## src/bundlePkg.sv

```systemverilog
`default_nettype none

package bundlePkg;

	// default register count, the top level overrides it
	parameter int regCountDefault = 16;

	typedef logic [3:0] regId;
	typedef logic [31:0] regValue;
	// zero-extended by the ALU
	typedef logic [7:0] immValue;

	typedef enum logic [2:0]
	{
		opNop = 3'd0,
		opAdd = 3'd1,
		opSub = 3'd2,
		opAnd = 3'd3,
		opOr  = 3'd4,
		opXor = 3'd5,
		opShl = 3'd6,
		opLdi = 3'd7
	} laneOp;

	// op, dest, s, t, imm from high to low bits
	typedef logic [22:0] laneWord;

	// lane A sits in the low bits
	typedef logic [68:0] bundleWord;

	typedef struct packed
	{
		logic    valid;
		laneOp   op;
		regId    dest;
		regId    srcS;
		regId    srcT;
		immValue imm;
	} decodedLane;

	typedef struct packed
	{
		logic    valid;
		regId    dest;
		regValue value;
	} laneResult;

endpackage

`default_nettype wire

```

## src/operandLatch.sv

```systemverilog
`timescale 1ns/10ps
`default_nettype none

module operandLatch
	import bundlePkg::*;
(
	input  wire                  clock,
	input  wire                  reset,
	input  wire                  hold,
	input  wire                  flush,
	input  wire bundlePkg::regId regId,
	input  wire regValue         regInVal,
	input  wire bundlePkg::regId wrIdA,
	input  wire regValue         wrValA,
	input  wire bundlePkg::regId wrIdB,
	input  wire regValue         wrValB,
	input  wire bundlePkg::regId wrIdC,
	input  wire regValue         wrValC,
	output regValue              regVal
);

	logic    isIdA;
	logic    isIdB;
	logic    isIdC;
	regValue nextVal;

	always_comb
	begin
		// r0 is never forwarded, flush drops forwarding entirely
		isIdA = !flush && regId != '0 && wrIdA == regId;
		isIdB = !flush && regId != '0 && wrIdB == regId;
		isIdC = !flush && regId != '0 && wrIdC == regId;
		casez ({isIdC, isIdB, isIdA})
			3'b??1:  nextVal = wrValA;
			3'b?10:  nextVal = wrValB;
			3'b100:  nextVal = wrValC;
			default: nextVal = regInVal;
		endcase
	end

	// flush wins over hold
	always_ff @(posedge clock)
	begin
		if (reset)
			regVal <= '0;
		else if (flush || !hold)
			regVal <= nextVal;
	end

endmodule

`default_nettype wire

```

## config.mk

```make
export PLATFORM = sky130hd
export DESIGN_NAME = operandLatch
export DESIGN_NICKNAME = d
export VERILOG_FILES = /design/src/bundlePkg.sv /design/src/operandLatch.sv
export SDC_FILE = /design/constraint.sdc
export NUM_CORES = 1
export LEC_CHECK = 0
export BUFFER_PORTS_ARGS = -buffer_cell sky130_fd_sc_hd__buf_2
export CAP_MARGIN = 40
export CORE_ASPECT_RATIO = 1.1
export CORE_MARGIN = 1.5
export CORE_UTILIZATION = 37
export CTS_BUF_LIST = sky130_fd_sc_hd__clkbuf_4 sky130_fd_sc_hd__clkbuf_8
export DETAILED_ROUTE_END_ITERATION = 8
export PLACE_DENSITY = 0.83
export SLEW_MARGIN = 20
export SYNTH_ARGS = -nofsm -noshare
export SYNTH_HDL_FRONTEND = slang
export SYNTH_SLANG_ARGS = --single-unit
```

## constraint.sdc

```tcl
create_clock -name clock -period 1.95 [get_ports clock]
set_clock_uncertainty 0.05 [all_clocks]
set_input_delay 0.195 -clock clock [delete_from_list [all_inputs] [get_ports clock]]
set_output_delay 0.195 -clock clock [all_outputs]
set_load 0.1 [all_outputs]
```

## After elaboration in Yosys (flattened, before gate mapping)

Index checks and enable logic that the tools add are counted.

| word-level totals | value |
|---|---|
| bits of input ports | 148 |
| word-level logic and storage cells | 15 |
| bits in registers | 32 |

| cells by class | value |
|---|---|
| eq/ne operators | 5 |
| mux-type cells | 1 |
| reduce and logical (&&, ||, !) cells | 8 |

Operators by type and width:

| kind | number |
|---|---|
| 32-bit case mux with 3 select lines | 1 |
| 4-bit equality test | 3 |
| 1-bit logical AND | 4 |
| 4-bit nonzero test | 1 |
| 3-bit equality test (second input constant) | 1 |
| 2-bit equality test (second input constant) | 1 |
| 1-bit zero test | 2 |
| 1-bit logical OR | 1 |

## Depth between registers and ports, before layout

Gate-level depths: netlist of run 1.

| logic depth | value |
|---|---|
| word-level depth | 5 |
| depth in mapped cells | 7 |
| mapped depth without buffers | 5 |

## Least setup slack after synthesis of run 1

Ideal clock, no wire load.

| timing | value |
|---|---|
| kind | input to register |
| from | input regId[1] |
| to | register regVal[0] |
| library setup time | 128 ps |
| cell stages on the path | 7 |
| required time | 1,772 ps |
| arrival | 1,527 ps |
| path slack | 245 ps |
| cells stage by stage | xor2_1 -> nor4_4 -> and3b_1 -> buf_6 -> buf_6 -> a222oi_1 -> o21ai_1 |

| on the way | value |
|---|---|
| word-level cells in the longest chain between the ends | 5 |
| elaborated cells on any way between the ends | 11 |
| classes of those cells | eq/ne: 5; mux: 1; reduce/logical: 5 |

Ends and longest elaborated chain:

| element | RTL line | RTL |
|---|---|---|
| start, declared | operandLatch.sv:11 | `input wire bundlePkg::regId regId,` |
| 4-bit nonzero test | operandLatch.sv:30, operandLatch.sv:31, operandLatch.sv:32 |  |
| 1-bit logical AND | operandLatch.sv:30, operandLatch.sv:31, operandLatch.sv:32 |  |
| 1-bit logical AND, on equally long branches | operandLatch.sv:30, operandLatch.sv:31, operandLatch.sv:32 |  |
| 3-bit equality test or 2-bit equality test (tied branches) | operandLatch.sv:33 | `casez ({isIdC, isIdB, isIdA})` |
| 32-bit case mux with 3 select lines (*) | operandLatch.sv:33 |  |
| end signal, assigned | operandLatch.sv:47 | `regVal <= nextVal;` |
| end, declared | operandLatch.sv:19 | `output regValue regVal` |

Every way passes the cells marked *; elsewhere a longest branch is shown, timed or not.
A chain may end at the register's enable or synchronous reset.

## Final worst setup path of run 1

| timing | value |
|---|---|
| from | input regId[1] |
| to | register regVal[3] |

The elaborated chain is that of the path after synthesis.

==> flow_summary.html, run 1 <==
<table>
<tr><th>Metric</th><th>Value</th></tr>
<tr><th colspan="2">Outcome</th></tr>
<tr><td>Status</td><td>finished, final reports clean</td></tr>
<tr><th colspan="2">Route</th></tr>
<tr><td>Routed wire length on met3</td><td>499 um</td></tr>
<tr><td>Number of search-and-repair iterations in the first detailed-routing pass</td><td>6</td></tr>
<tr><td>DR DRC count</td><td>0</td></tr>
<tr><td>Routed length per placed instance</td><td>16.5 um</td></tr>
<tr><td>Met2 Routed Length</td><td>3590 um</td></tr>
<tr><td>Total wire length after detailed routing</td><td>6760 um</td></tr>
<tr><td>Number of nets still failing antenna checks after routing</td><td>0</td></tr>
<tr><td>Post-DR vias/cell</td><td>5.88</td></tr>
<tr><td>Number of vias in the routed layout</td><td>2403</td></tr>
<tr><td>WL met1</td><td>2620 um</td></tr>
<tr><td>Highest routed layer</td><td>met4</td></tr>
<tr><td>Iter 0 DRT Violations</td><td>238</td></tr>
<tr><th colspan="2">Power</th></tr>
<tr><td>VDD IR max</td><td>358 uV</td></tr>
<tr><td>Share of total power in the clock network</td><td>22.6%</td></tr>
<tr><td>Cell Int Power</td><td>1.24 mW</td></tr>
<tr><td>Share of total power in combinational logic</td><td>42.9%</td></tr>
<tr><td>Switching part of the total</td><td>42.6%</td></tr>
<tr><td>Share of total power in sequential cells</td><td>34.4%</td></tr>
<tr><td>Total net switching power</td><td>0.922 mW</td></tr>
<tr><td>Leakage component of the power</td><td>1.36 nW</td></tr>
<tr><td>Power per Cell Area</td><td>761 nW/um^2</td></tr>
<tr><th colspan="2">Yosys</th></tr>
<tr><td>Cell Area, Synth</td><td>1770 sq um</td></tr>
<tr><td>Library cell with the largest summed area after synthesis</td><td>sky130_fd_sc_hd__dfxtp_1</td></tr>
<tr><td>Area share of the largest cell type after synthesis</td><td>36.1%</td></tr>
<tr><td>Post-synthesis average cell area</td><td>10.1 sq um</td></tr>
<tr><td>Top post-synthesis cells by area</td><td>sky130_fd_sc_hd__dfxtp_1 36%, sky130_fd_sc_hd__a222oi_1 18%, sky130_fd_sc_hd__a32oi_1 16%, sky130_fd_sc_hd__o21ai_1 8.8%, sky130_fd_sc_hd__xor2_1 5.9%</td></tr>
<tr><td>Number of warnings reported in the yosys synthesis log</td><td>0</td></tr>
<tr><td>Post-synthesis sequential area ratio</td><td>36.1%</td></tr>
<tr><td>Mapped Cells</td><td>176</td></tr>
<tr><td>Library cells used by synthesis</td><td>19</td></tr>
<tr><td>Net count of the mapped netlist</td><td>324</td></tr>
<tr><td>Number of flip-flops and latches in the synthesized netlist</td><td>32</td></tr>
<tr><th colspan="2">Setup path</th></tr>
<tr><td>CP Data Arrival Time</td><td>1.86 ns</td></tr>
<tr><td>Kind of launch point of the worst setup path</td><td>input pin</td></tr>
<tr><td>Endpoint required time on the critical path</td><td>2.11 ns</td></tr>
<tr><td>Nature of the critical path endpoint</td><td>flop</td></tr>
<tr><td>Worst Path Max Fanout</td><td>32</td></tr>
<tr><td>Kind of critical path</td><td>input pin to flop</td></tr>
<tr><th colspan="2">Floorplan</th></tr>
<tr><td>Die Area</td><td>5220 sq um</td></tr>
<tr><td>Initial core utilization</td><td>38.4%</td></tr>
<tr><td>Die W</td><td>69 um</td></tr>
<tr><td>Top-level port count</td><td>180</td></tr>
<tr><td>Number of placement rows</td><td>26</td></tr>
<tr><td>Die span in y</td><td>75.6 um</td></tr>
<tr><td>Standard cell core area</td><td>4620 sq um</td></tr>
<tr><th colspan="2">Global route</th></tr>
<tr><td>Total track usage</td><td>24.5%</td></tr>
<tr><td>GRT overflow</td><td>0</td></tr>
<tr><td>Largest net degree at the start of global routing</td><td>33</td></tr>
<tr><td>Initial antenna violation count</td><td>0</td></tr>
<tr><td>Global-route wire length before repair</td><td>10400 um</td></tr>
<tr><td>Via count of the first global-routing pass</td><td>2235</td></tr>
<tr><th colspan="2">Clocking</th></tr>
<tr><td>Total setup buffers inserted after CTS</td><td>0</td></tr>
<tr><td>Root cell of the clock tree</td><td>sky130_fd_sc_hd__clkbuf_8</td></tr>
<tr><td>Skew-Pair Late Insertion Delay</td><td>0.28 ns</td></tr>
<tr><td>Clock tree from TritonCTS</td><td>yes</td></tr>
<tr><td>Maximum number of buffers from clock root to sink</td><td>2</td></tr>
<tr><td>Post-cts sizing count</td><td>0</td></tr>
<tr><td>Post-CTS Hold Fix Bufs</td><td>0</td></tr>
<tr><td>CTS Buf Count</td><td>5</td></tr>
<tr><td>Clock transition at the registers of the reported paths</td><td>0.07 ns</td></tr>
<tr><td>Number of clock sinks</td><td>32</td></tr>
<tr><td>Maximum level of the CTS H-tree</td><td>2</td></tr>
<tr><th colspan="2">STA</th></tr>
<tr><td>Worst-case hold slack</td><td>0.101 ns</td></tr>
<tr><td>Worst slew margin relative to its limit</td><td>58.4%</td></tr>
<tr><td>RSZ-0062 raised after global routing</td><td>no</td></tr>
<tr><td>Worst-margin pin slew</td><td>0.624 ns</td></tr>
<tr><td>Crit path time final</td><td>1.70 ns</td></tr>
<tr><td># setup viols final</td><td>0</td></tr>
<tr><td>Tcrit/Tclk final</td><td>87.2%</td></tr>
<tr><td>TNS Setup</td><td>0 ns</td></tr>
<tr><td>Total count of hold-check failures in the final report</td><td>0</td></tr>
<tr><td>FMAX</td><td>0.588 GHz</td></tr>
<tr><td>Max Slew Vio Count</td><td>0</td></tr>
<tr><th colspan="2">Final layout</th></tr>
<tr><td>Area Growth Syn to Fin</td><td>60.5%</td></tr>
<tr><td>Fin cells</td><td>409</td></tr>
<tr><td>Share of layout cells above drive strength 1</td><td>58.6%</td></tr>
<tr><td>Layout Nets</td><td>501</td></tr>
<tr><td>Most used cells in the layout excluding fill and tap cells</td><td>179 x sky130_fd_sc_hd__buf_2, 32 x sky130_fd_sc_hd__a222oi_1, 32 x sky130_fd_sc_hd__a32oi_1, 32 x sky130_fd_sc_hd__dfxtp_1, 30 x sky130_fd_sc_hd__o21ai_1</td></tr>
<tr><td>Registers with the most flip-flops</td><td>regVal: 32 flops</td></tr>
<tr><td>Top register by number of flip-flops</td><td>regVal</td></tr>
<tr><td>Leading cell type in the layout, fill and taps excluded</td><td>sky130_fd_sc_hd__buf_2</td></tr>
<tr><td>Antenna Diode Count</td><td>0</td></tr>
<tr><td>Number of flip-flops under the largest register name</td><td>32</td></tr>
<tr><th colspan="2">Worst hold path</th></tr>
<tr><td>Worst min-delay path class</td><td>input pin to flop</td></tr>
<tr><th colspan="2">Placed design</th></tr>
<tr><td># port buffers</td><td>179</td></tr>
<tr><td>GPL Wtd Cong</td><td>0.827</td></tr>
<tr><td>Post-detailed-placement half-perimeter wirelength</td><td>5100 um</td></tr>
<tr><td>Dpl cells</td><td>402</td></tr>
<tr><th colspan="2">Flow run</th></tr>
<tr><td>Max_cap viols</td><td>0</td></tr>
</table>
[power groups by stage]
stage / combinational (mW) / sequential, mW / clock (mW)
CTS: 0.931 / 0.746 / 0.508
detailed placement: 0.930 / 0.760 / 0
finish: 0.930 / 0.746 / 0.490
global route: 0.977 / 0.752 / 0.541
floorplan: 0.210 / 1.20 / 0
global placement: 0.919 / 0.756 / 0
[metal layers]
metal / GRT usage, % / vias to the layer above
li1: - / 1127
met1: 29.1 / 1136
met2: 45.6 / 136
met3: 4.50 / 4
met4: 7.41 / 0
met5: 0 / -
[metrics by stage]
stage	setup WS, ns	power (mW)	util, %	cell area, sq um
CTS	0.243	2.18	61.6	2850
detailed placement	-0.0512	1.69	59.8	2760
finish	0.250	2.17	61.6	2850
floorplan	0.245	1.41	-	1770
global placement	0.0412	1.68	59.8	2760
global route	0.110	2.27	61.6	2850
[Yosys cell counts]
library cell / count
sky130_fd_sc_hd__nor4_1: 2
sky130_fd_sc_hd__o21ai_1: 31
sky130_fd_sc_hd__nor2_1: 1
sky130_fd_sc_hd__a21oi_1: 1
sky130_fd_sc_hd__a32oi_1: 32
sky130_fd_sc_hd__o31ai_4: 1
sky130_fd_sc_hd__xor2_1: 12
sky130_fd_sc_hd__buf_2: 3
sky130_fd_sc_hd__dfxtp_1: 32
sky130_fd_sc_hd__o21ai_0: 2
sky130_fd_sc_hd__inv_1: 1
sky130_fd_sc_hd__a222oi_1: 32
sky130_fd_sc_hd__and2_2: 1
sky130_fd_sc_hd__buf_6: 7
sky130_fd_sc_hd__nand2b_1: 1
sky130_fd_sc_hd__clkbuf_1: 13
sky130_fd_sc_hd__nor4_4: 2
sky130_fd_sc_hd__nor3b_1: 1
sky130_fd_sc_hd__and3b_1: 1
[kinds of logic (layout without fill, tap and decap cells)]
family | count (synthesis) | after routing | synth area share (%)
compound gates | 99 | 99 | 44.7
xor+xnor | 12 | 12 | 5.93
buf+inv | 24 | 201 | 8.26
flops | 32 | 32 | 36.1
simple gates | 9 | 9 | 5.01
[worst paths after layout]
check                                        startpoint                 endpoint  slack (ns)  cells past startpoint
worst min register to register  regVal[22]$_SDFFE_PP0P_  regVal[22]$_SDFFE_PP0P_        0.42                      2
worst min-delay path                       regInVal[17]  regVal[17]$_SDFFE_PP0P_        0.10                      3
worst max-delay path                           regId[1]   regVal[3]$_SDFFE_PP0P_        0.25                      6
worst max register to register  regVal[21]$_SDFFE_PP0P_  regVal[21]$_SDFFE_PP0P_        1.22                      2
[final cells by class]
class                      instances  area, sq um
inverter                           1         3.75
timing repair buffer             193         1050
multi-input combinational        120          998
clock inverter                     1         5.00
tap                               56         70.1
fill                             417         1770
clock buffer                       6         76.3
sequential                        32          641
[critical path, cell delays in order]
cell	delay, ns
sky130_fd_sc_hd__buf_2	0.13
sky130_fd_sc_hd__xor2_1	0.19
sky130_fd_sc_hd__nor4_4	0.36
sky130_fd_sc_hd__and2_2	0.61
sky130_fd_sc_hd__a222oi_1	0.19
sky130_fd_sc_hd__o21ai_1	0.17
No activity file was read; power rests on OpenSTA's default activity.
==> inputs of run 2 (changes only) <==
- CTS_BUF_LIST: sky130_fd_sc_hd__clkbuf_4 sky130_fd_sc_hd__clkbuf_8 -> sky130_fd_sc_hd__clkbuf_8
==> flow_summary.html, run 2 (synthesized netlist as in run 1, its figures left out) <==
<table>
<tr><th>Metric</th><th>Value</th></tr>
<tr><th colspan="2">Setup path</th></tr>
<tr><td>Nature of the critical path endpoint</td><td>flop</td></tr>
<tr><td>Register-to-Register Path Depth</td><td>2</td></tr>
<tr><td>Critical Path, Cell by Cell</td><td>buf_2, xor2_1, nor4_4, and2_2, a222oi_1, o21ai_1</td></tr>
<tr><td>CP Buf/Inv Count</td><td>1</td></tr>
<tr><td>Worst r2r dst</td><td>regVal[21]$_SDFFE_PP0P_</td></tr>
<tr><td>Kind of launch point of the worst setup path</td><td>input pin</td></tr>
<tr><td>Critical Path Source</td><td>regId[1]</td></tr>
<tr><td>Kind of critical path</td><td>input pin to flop</td></tr>
<tr><td>Number of logic stages on the critical path including buffering</td><td>6</td></tr>
<tr><td>Crit Reg-Reg Startpoint</td><td>regVal[21]$_SDFFE_PP0P_</td></tr>
<tr><td>Worst Path Max Fanout</td><td>32</td></tr>
<tr><td>Crit path max-delay cell type</td><td>sky130_fd_sc_hd__and2_2</td></tr>
<tr><td>End point of the critical path</td><td>regVal[3]$_SDFFE_PP0P_</td></tr>
<tr><td>CP Data Arrival Time</td><td>1.87 ns</td></tr>
<tr><td>Endpoint required time on the critical path</td><td>2.11 ns</td></tr>
<tr><td>CP peak stage delay</td><td>0.62 ns</td></tr>
<tr><td>Cell family with most CP delay</td><td>simple AND/OR/NAND/NOR gates</td></tr>
<tr><td>Slack of the worst reg-to-reg path</td><td>1.22 ns</td></tr>
<tr><th colspan="2">Route</th></tr>
<tr><td>Post-DR vias/cell</td><td>5.92</td></tr>
<tr><td>DR DRC count</td><td>0</td></tr>
<tr><td>Total wire length after detailed routing</td><td>6750 um</td></tr>
<tr><td>Number of search-and-repair iterations in the first detailed-routing pass</td><td>6</td></tr>
<tr><td>Iter 0 DRT Violations</td><td>240</td></tr>
<tr><td>Routed length per placed instance</td><td>16.5 um</td></tr>
<tr><td>Number of vias in the routed layout</td><td>2420</td></tr>
<tr><td>Number of nets still failing antenna checks after routing</td><td>0</td></tr>
<tr><th colspan="2">Clocking</th></tr>
<tr><td>Number of clock sinks</td><td>32</td></tr>
<tr><td>Root cell of the clock tree</td><td>sky130_fd_sc_hd__clkbuf_8</td></tr>
<tr><td>Clock transition at the registers of the reported paths</td><td>0.06 ns</td></tr>
<tr><td>CTS Buf Count</td><td>5</td></tr>
<tr><td>Maximum level of the CTS H-tree</td><td>2</td></tr>
<tr><td>Total setup buffers inserted after CTS</td><td>0</td></tr>
<tr><td>Post-CTS Hold Fix Bufs</td><td>0</td></tr>
<tr><td>Clock tree from TritonCTS</td><td>yes</td></tr>
<tr><td>Skew-Pair Late Insertion Delay</td><td>0.27 ns</td></tr>
<tr><td>Maximum number of buffers from clock root to sink</td><td>2</td></tr>
<tr><td>Post-cts sizing count</td><td>0</td></tr>
<tr><th colspan="2">Floorplan</th></tr>
<tr><td>Die span in y</td><td>75.6 um</td></tr>
<tr><td>Initial core utilization</td><td>38.4%</td></tr>
<tr><td>Top-level port count</td><td>180</td></tr>
<tr><td>Die W</td><td>69 um</td></tr>
<tr><td>Standard cell core area</td><td>4620 sq um</td></tr>
<tr><td>Number of placement rows</td><td>26</td></tr>
<tr><td>Die Area</td><td>5220 sq um</td></tr>
<tr><th colspan="2">Global route</th></tr>
<tr><td>GRT overflow</td><td>0</td></tr>
<tr><td>Via count of the first global-routing pass</td><td>2235</td></tr>
<tr><td>Total track usage</td><td>24.5%</td></tr>
<tr><td>Initial antenna violation count</td><td>0</td></tr>
<tr><td>Global-route wire length before repair</td><td>10400 um</td></tr>
<tr><td>Largest net degree at the start of global routing</td><td>33</td></tr>
<tr><th colspan="2">STA</th></tr>
<tr><td>Worst-margin pin slew</td><td>0.640 ns</td></tr>
<tr><td>Worst slew margin relative to its limit</td><td>57.3%</td></tr>
<tr><td>Max Slew Vio Count</td><td>0</td></tr>
<tr><td>TNS Setup</td><td>0 ns</td></tr>
<tr><td>Tcrit/Tclk final</td><td>87.9%</td></tr>
<tr><td>Crit path time final</td><td>1.71 ns</td></tr>
<tr><td>Worst-case hold slack</td><td>0.101 ns</td></tr>
<tr><td>FMAX</td><td>0.583 GHz</td></tr>
<tr><td>RSZ-0062 raised after global routing</td><td>no</td></tr>
<tr><td># setup viols final</td><td>0</td></tr>
<tr><td>Total count of hold-check failures in the final report</td><td>0</td></tr>
<tr><th colspan="2">Power</th></tr>
<tr><td>Switching part of the total</td><td>42.9%</td></tr>
<tr><td>Power per Cell Area</td><td>755 nW/um^2</td></tr>
<tr><td>VDD IR max</td><td>358 uV</td></tr>
<tr><td>Leakage component of the power</td><td>1.37 nW</td></tr>
<tr><td>Total net switching power</td><td>0.921 mW</td></tr>
<tr><td>Share of total power in the clock network</td><td>21.9%</td></tr>
<tr><td>Share of total power in combinational logic</td><td>43.3%</td></tr>
<tr><td>Total power after layout</td><td>2.15 mW</td></tr>
<tr><td>Cell Int Power</td><td>1.22 mW</td></tr>
<tr><td>Share of total power in sequential cells</td><td>34.8%</td></tr>
<tr><th colspan="2">Final layout</th></tr>
<tr><td>Number of flip-flops under the largest register name</td><td>32</td></tr>
<tr><td>Registers with the most flip-flops</td><td>regVal: 32 flops</td></tr>
<tr><td>Area Growth Syn to Fin</td><td>60.3%</td></tr>
<tr><td>Count of filler cells inserted in the layout</td><td>417</td></tr>
<tr><td>Finished Core Util</td><td>61.5%</td></tr>
<tr><td>Share of layout cells above drive strength 1</td><td>58.4%</td></tr>
<tr><td>Antenna Diode Count</td><td>0</td></tr>
<tr><td>Final design instance area without fill</td><td>2840 sq um</td></tr>
<tr><td>Most used cells in the layout excluding fill and tap cells</td><td>179 x sky130_fd_sc_hd__buf_2, 32 x sky130_fd_sc_hd__a222oi_1, 32 x sky130_fd_sc_hd__a32oi_1, 32 x sky130_fd_sc_hd__dfxtp_1, 30 x sky130_fd_sc_hd__o21ai_1</td></tr>
<tr><td>Leading cell type in the layout, fill and taps excluded</td><td>sky130_fd_sc_hd__buf_2</td></tr>
<tr><td>Top register by number of flip-flops</td><td>regVal</td></tr>
<tr><td>Layout Nets</td><td>501</td></tr>
<tr><th colspan="2">Placed design</th></tr>
<tr><td>Post-detailed-placement half-perimeter wirelength</td><td>5100 um</td></tr>
<tr><td># port buffers</td><td>179</td></tr>
<tr><td>Instance area after placement</td><td>2760 sq um</td></tr>
<tr><td>GPL Wtd Cong</td><td>0.827</td></tr>
<tr><th colspan="2">Worst hold path</th></tr>
<tr><td>Worst min-delay path class</td><td>input pin to flop</td></tr>
<tr><th colspan="2">Flow run</th></tr>
<tr><td>Max_cap viols</td><td>0</td></tr>
<tr><th colspan="2">Outcome</th></tr>
<tr><td>Status</td><td>finished, final reports clean</td></tr>
</table>
-- run 2: cell count changes in the layout (fill, tap and decap cells not counted), sizes merged --
cell	before	now
inv	1	2
clkbuf	6	5
-- run 2: power groups by stage --
stage	clock [mW]	sequential (mW)	combinational (mW)
floorplan	0	1.20	0.210
global placement	0	0.756	0.919
detailed placement	0	0.760	0.930
CTS	0.489	0.746	0.931
global route	0.523	0.752	0.977
finish	0.470	0.746	0.930
-- run 2: per-layer routing --
layer | GRT usage (%) | share of wire [%] | vias up
met5 | 0 | 0 | -
met4 | 7.41 | 1.1 | 0
met3 | 4.50 | 8.4 | 6
met2 | 45.6 | 53 | 151
met1 | 29.1 | 38 | 1136
li1 | - | - | 1127
-- run 2: per-stage QoR --
stage,setup WS [ns],std cells
finish,0.235,409
global route,0.110,409
CTS,0.243,409
detailed placement,-0.0512,402
global placement,0.0412,402
floorplan,0.245,176
-- run 2: worst min-delay path by stage --
stage	slack, ns	to	from	cells past startpoint
global route	0.10	regVal[17]$_SDFFE_PP0P_	regInVal[17]	3
global placement	0.38	regVal[18]$_SDFFE_PP0P_	regInVal[18]	3
CTS	0.09	regVal[17]$_SDFFE_PP0P_	regInVal[17]	3
finish	0.10	regVal[17]$_SDFFE_PP0P_	regInVal[17]	3
floorplan	0.30	regVal[17]$_SDFFE_PP0P_	regInVal[17]	2
detailed placement	0.39	regVal[17]$_SDFFE_PP0P_	regInVal[17]	3
-- run 2: worst min-delay path, cell delays in order --
cell,delay (ns)
sky130_fd_sc_hd__buf_2,0.08
sky130_fd_sc_hd__a32oi_1,0.07
sky130_fd_sc_hd__o21ai_0,0.06
-- run 2: cell type report --
class / instances / area [sq um] / share of cell area (%)
Clock buffer: 5 / 68.8 / 2.42
Timing Repair Buffer: 193 / 1050 / 37.0
Clock inverter: 2 / 8.76 / 0.308
Multi-Input combinational cell: 120 / 998 / 35.1
Sequential cell: 32 / 641 / 22.5
Tap cell: 56 / 70.1 / 2.47
Inverter: 1 / 3.75 / 0.132
==> inputs of run 3 (changes only) <==
- CORE_ASPECT_RATIO: 1.1 -> 0.6
==> flow_summary.html, run 3 (synthesized netlist as in run 1, its figures left out) <==
<table>
<tr><th>Metric</th><th>Value</th></tr>
<tr><th colspan="2">Outcome</th></tr>
<tr><td>Status</td><td>finished, final reports clean</td></tr>
<tr><th colspan="2">Setup path</th></tr>
<tr><td>Endpoint required time on the critical path</td><td>2.11 ns</td></tr>
<tr><td>Crit path max-delay cell type</td><td>sky130_fd_sc_hd__and2_2</td></tr>
<tr><td>Nature of the critical path endpoint</td><td>flop</td></tr>
<tr><td>Cell family with most CP delay</td><td>simple AND/OR/NAND/NOR gates</td></tr>
<tr><td>CP peak stage delay</td><td>0.58 ns</td></tr>
<tr><td>CP Data Arrival Time</td><td>1.90 ns</td></tr>
<tr><td>Kind of critical path</td><td>input pin to flop</td></tr>
<tr><td>CP Buf/Inv Count</td><td>2</td></tr>
<tr><td>Worst Path Max Fanout</td><td>32</td></tr>
<tr><td>Kind of launch point of the worst setup path</td><td>input pin</td></tr>
<tr><td>Critical Path, Cell by Cell</td><td>buf_2, xor2_1, nor4_4, buf_4, and2_2, a222oi_1, o21ai_1</td></tr>
<tr><th colspan="2">Clocking</th></tr>
<tr><td>Skew-Pair Late Insertion Delay</td><td>0.27 ns</td></tr>
<tr><td>Maximum number of buffers from clock root to sink</td><td>2</td></tr>
<tr><td>Post-cts sizing count</td><td>0</td></tr>
<tr><td>Total setup buffers inserted after CTS</td><td>0</td></tr>
<tr><td>Number of clock sinks</td><td>32</td></tr>
<tr><td>Clock tree from TritonCTS</td><td>yes</td></tr>
<tr><td>CTS Buf Count</td><td>5</td></tr>
<tr><td>Post-CTS Hold Fix Bufs</td><td>0</td></tr>
<tr><td>Maximum level of the CTS H-tree</td><td>2</td></tr>
<tr><td>Root cell of the clock tree</td><td>sky130_fd_sc_hd__clkbuf_8</td></tr>
<tr><td>Clock transition at the registers of the reported paths</td><td>0.06 ns</td></tr>
<tr><th colspan="2">Floorplan</th></tr>
<tr><td>Number of placement rows</td><td>19</td></tr>
<tr><td>Die W</td><td>92.4 um</td></tr>
<tr><td>Die span in y</td><td>56.6 um</td></tr>
<tr><td>Top-level port count</td><td>180</td></tr>
<tr><td>Die Area</td><td>5230 sq um</td></tr>
<tr><td>Standard cell core area</td><td>4590 sq um</td></tr>
<tr><td>Initial core utilization</td><td>38.6%</td></tr>
<tr><th colspan="2">Final layout</th></tr>
<tr><td>Leading cell type in the layout, fill and taps excluded</td><td>sky130_fd_sc_hd__buf_2</td></tr>
<tr><td>Fin cells</td><td>416</td></tr>
<tr><td>Final design instance area without fill</td><td>2830 sq um</td></tr>
<tr><td>Layout Nets</td><td>501</td></tr>
<tr><td>Top register by number of flip-flops</td><td>regVal</td></tr>
<tr><td>Most used cells in the layout excluding fill and tap cells</td><td>179 x sky130_fd_sc_hd__buf_2, 32 x sky130_fd_sc_hd__a222oi_1, 32 x sky130_fd_sc_hd__a32oi_1, 32 x sky130_fd_sc_hd__dfxtp_1, 30 x sky130_fd_sc_hd__o21ai_1</td></tr>
<tr><td>Registers with the most flip-flops</td><td>regVal: 32 flops</td></tr>
<tr><td>Area Growth Syn to Fin</td><td>59.4%</td></tr>
<tr><td>Antenna Diode Count</td><td>0</td></tr>
<tr><td>Number of flip-flops under the largest register name</td><td>32</td></tr>
<tr><td>Share of layout cells above drive strength 1</td><td>58.4%</td></tr>
<tr><th colspan="2">STA</th></tr>
<tr><td># setup viols final</td><td>0</td></tr>
<tr><td>Worst-case hold slack</td><td>0.108 ns</td></tr>
<tr><td>Crit path time final</td><td>1.74 ns</td></tr>
<tr><td>Max Slew Vio Count</td><td>0</td></tr>
<tr><td>Worst-margin pin slew</td><td>0.651 ns</td></tr>
<tr><td>Total count of hold-check failures in the final report</td><td>0</td></tr>
<tr><td>FMAX</td><td>0.574 GHz</td></tr>
<tr><td>Tcrit/Tclk final</td><td>89.4%</td></tr>
<tr><td>Worst slew margin relative to its limit</td><td>56.6%</td></tr>
<tr><td>RSZ-0062 raised after global routing</td><td>no</td></tr>
<tr><th colspan="2">Placed design</th></tr>
<tr><td>GPL Wtd Cong</td><td>0.764</td></tr>
<tr><td># port buffers</td><td>179</td></tr>
<tr><td>Post-detailed-placement half-perimeter wirelength</td><td>5160 um</td></tr>
<tr><td>Dpl cells</td><td>409</td></tr>
<tr><td>Instance area after placement</td><td>2750 sq um</td></tr>
<tr><th colspan="2">Power</th></tr>
<tr><td>Power per Cell Area</td><td>757 nW/um^2</td></tr>
<tr><td>Leakage component of the power</td><td>1.35 nW</td></tr>
<tr><td>VDD IR max</td><td>448 uV</td></tr>
<tr><td>Total power after layout</td><td>2.14 mW</td></tr>
<tr><th colspan="2">Global route</th></tr>
<tr><td>Global-route wire length before repair</td><td>10700 um</td></tr>
<tr><td>Largest net degree at the start of global routing</td><td>33</td></tr>
<tr><td>Global-route met3 utilization</td><td>6.50%</td></tr>
<tr><td>Most congested layer reported by global routing</td><td>met2</td></tr>
<tr><td>Met1 demand-to-capacity share in global routing</td><td>32.1%</td></tr>
<tr><td>Via count of the first global-routing pass</td><td>2340</td></tr>
<tr><td>Met2 capacity usage during global routing</td><td>45.4%</td></tr>
<tr><td>Total track usage</td><td>25.8%</td></tr>
<tr><td>GRT overflow</td><td>0</td></tr>
<tr><td>Initial antenna violation count</td><td>0</td></tr>
<tr><th colspan="2">Route</th></tr>
<tr><td>Total wire length after detailed routing</td><td>6800 um</td></tr>
<tr><td>Number of vias in the routed layout</td><td>2418</td></tr>
<tr><td>Number of search-and-repair iterations in the first detailed-routing pass</td><td>5</td></tr>
<tr><td>DR DRC count</td><td>0</td></tr>
<tr><td>Routed length per placed instance</td><td>16.3 um</td></tr>
<tr><td>Iter 0 DRT Violations</td><td>283</td></tr>
<tr><td>Number of nets still failing antenna checks after routing</td><td>0</td></tr>
<tr><td>Post-DR vias/cell</td><td>5.81</td></tr>
<tr><th colspan="2">Worst hold path</th></tr>
<tr><td>Worst min-delay path class</td><td>input pin to flop</td></tr>
<tr><th colspan="2">Flow run</th></tr>
<tr><td>Max_cap viols</td><td>0</td></tr>
</table>
## run 3: worst paths after layout
check	startpoint	end	slack [ns]	cells past startpoint
worst max-delay path	regId[1]	regVal[7]$_SDFFE_PP0P_	0.21	7
worst min-delay path	regInVal[18]	regVal[18]$_SDFFE_PP0P_	0.11	3
worst max register to register	regVal[16]$_SDFFE_PP0P_	regVal[16]$_SDFFE_PP0P_	1.20	2
worst min register to register	regVal[18]$_SDFFE_PP0P_	regVal[18]$_SDFFE_PP0P_	0.41	2
## run 3: per-stage QoR
stage	util (%)	worst slack (ns)	TNS [ns]
2_1_floorplan	-	0.245	0
3_3_place_gp	59.9	-0.00318	-0.00318
6_report	61.6	0.206	0
4_1_cts	61.6	0.199	0
3_5_place_dp	59.9	-0.0983	-1.48
5_1_grt	61.6	0.0842	0
## run 3: worst min-delay path, stage by stage
cell,delay [ns]
sky130_fd_sc_hd__buf_2,0.08
sky130_fd_sc_hd__a32oi_1,0.07
sky130_fd_sc_hd__o21ai_0,0.06
## run 3: final cells by class
| cell class | count | area, sq um |
|---|---|---|
| clock buffers | 5 | 68.8 |
| well taps | 63 | 78.8 |
| inverters | 1 | 3.75 |
| fillers | 427 | 1760 |
| clock inverters | 2 | 8.76 |
| flip-flops and latches | 32 | 641 |
| repair buffers | 193 | 1030 |
| multi-input cells | 120 | 998 |
## run 3: per-layer routing
metal	part of all wire, %	wire length [um]
met1	40	2730
met2	48	3250
met3	11	779
met4	0.54	37
met5	0	0
## run 3: power breakdown
part | switching (mW) | internal, mW
Combinational | 0.658 | 0.267
Clock | 0.230 | 0.237
Sequential | 0.0299 | 0.716
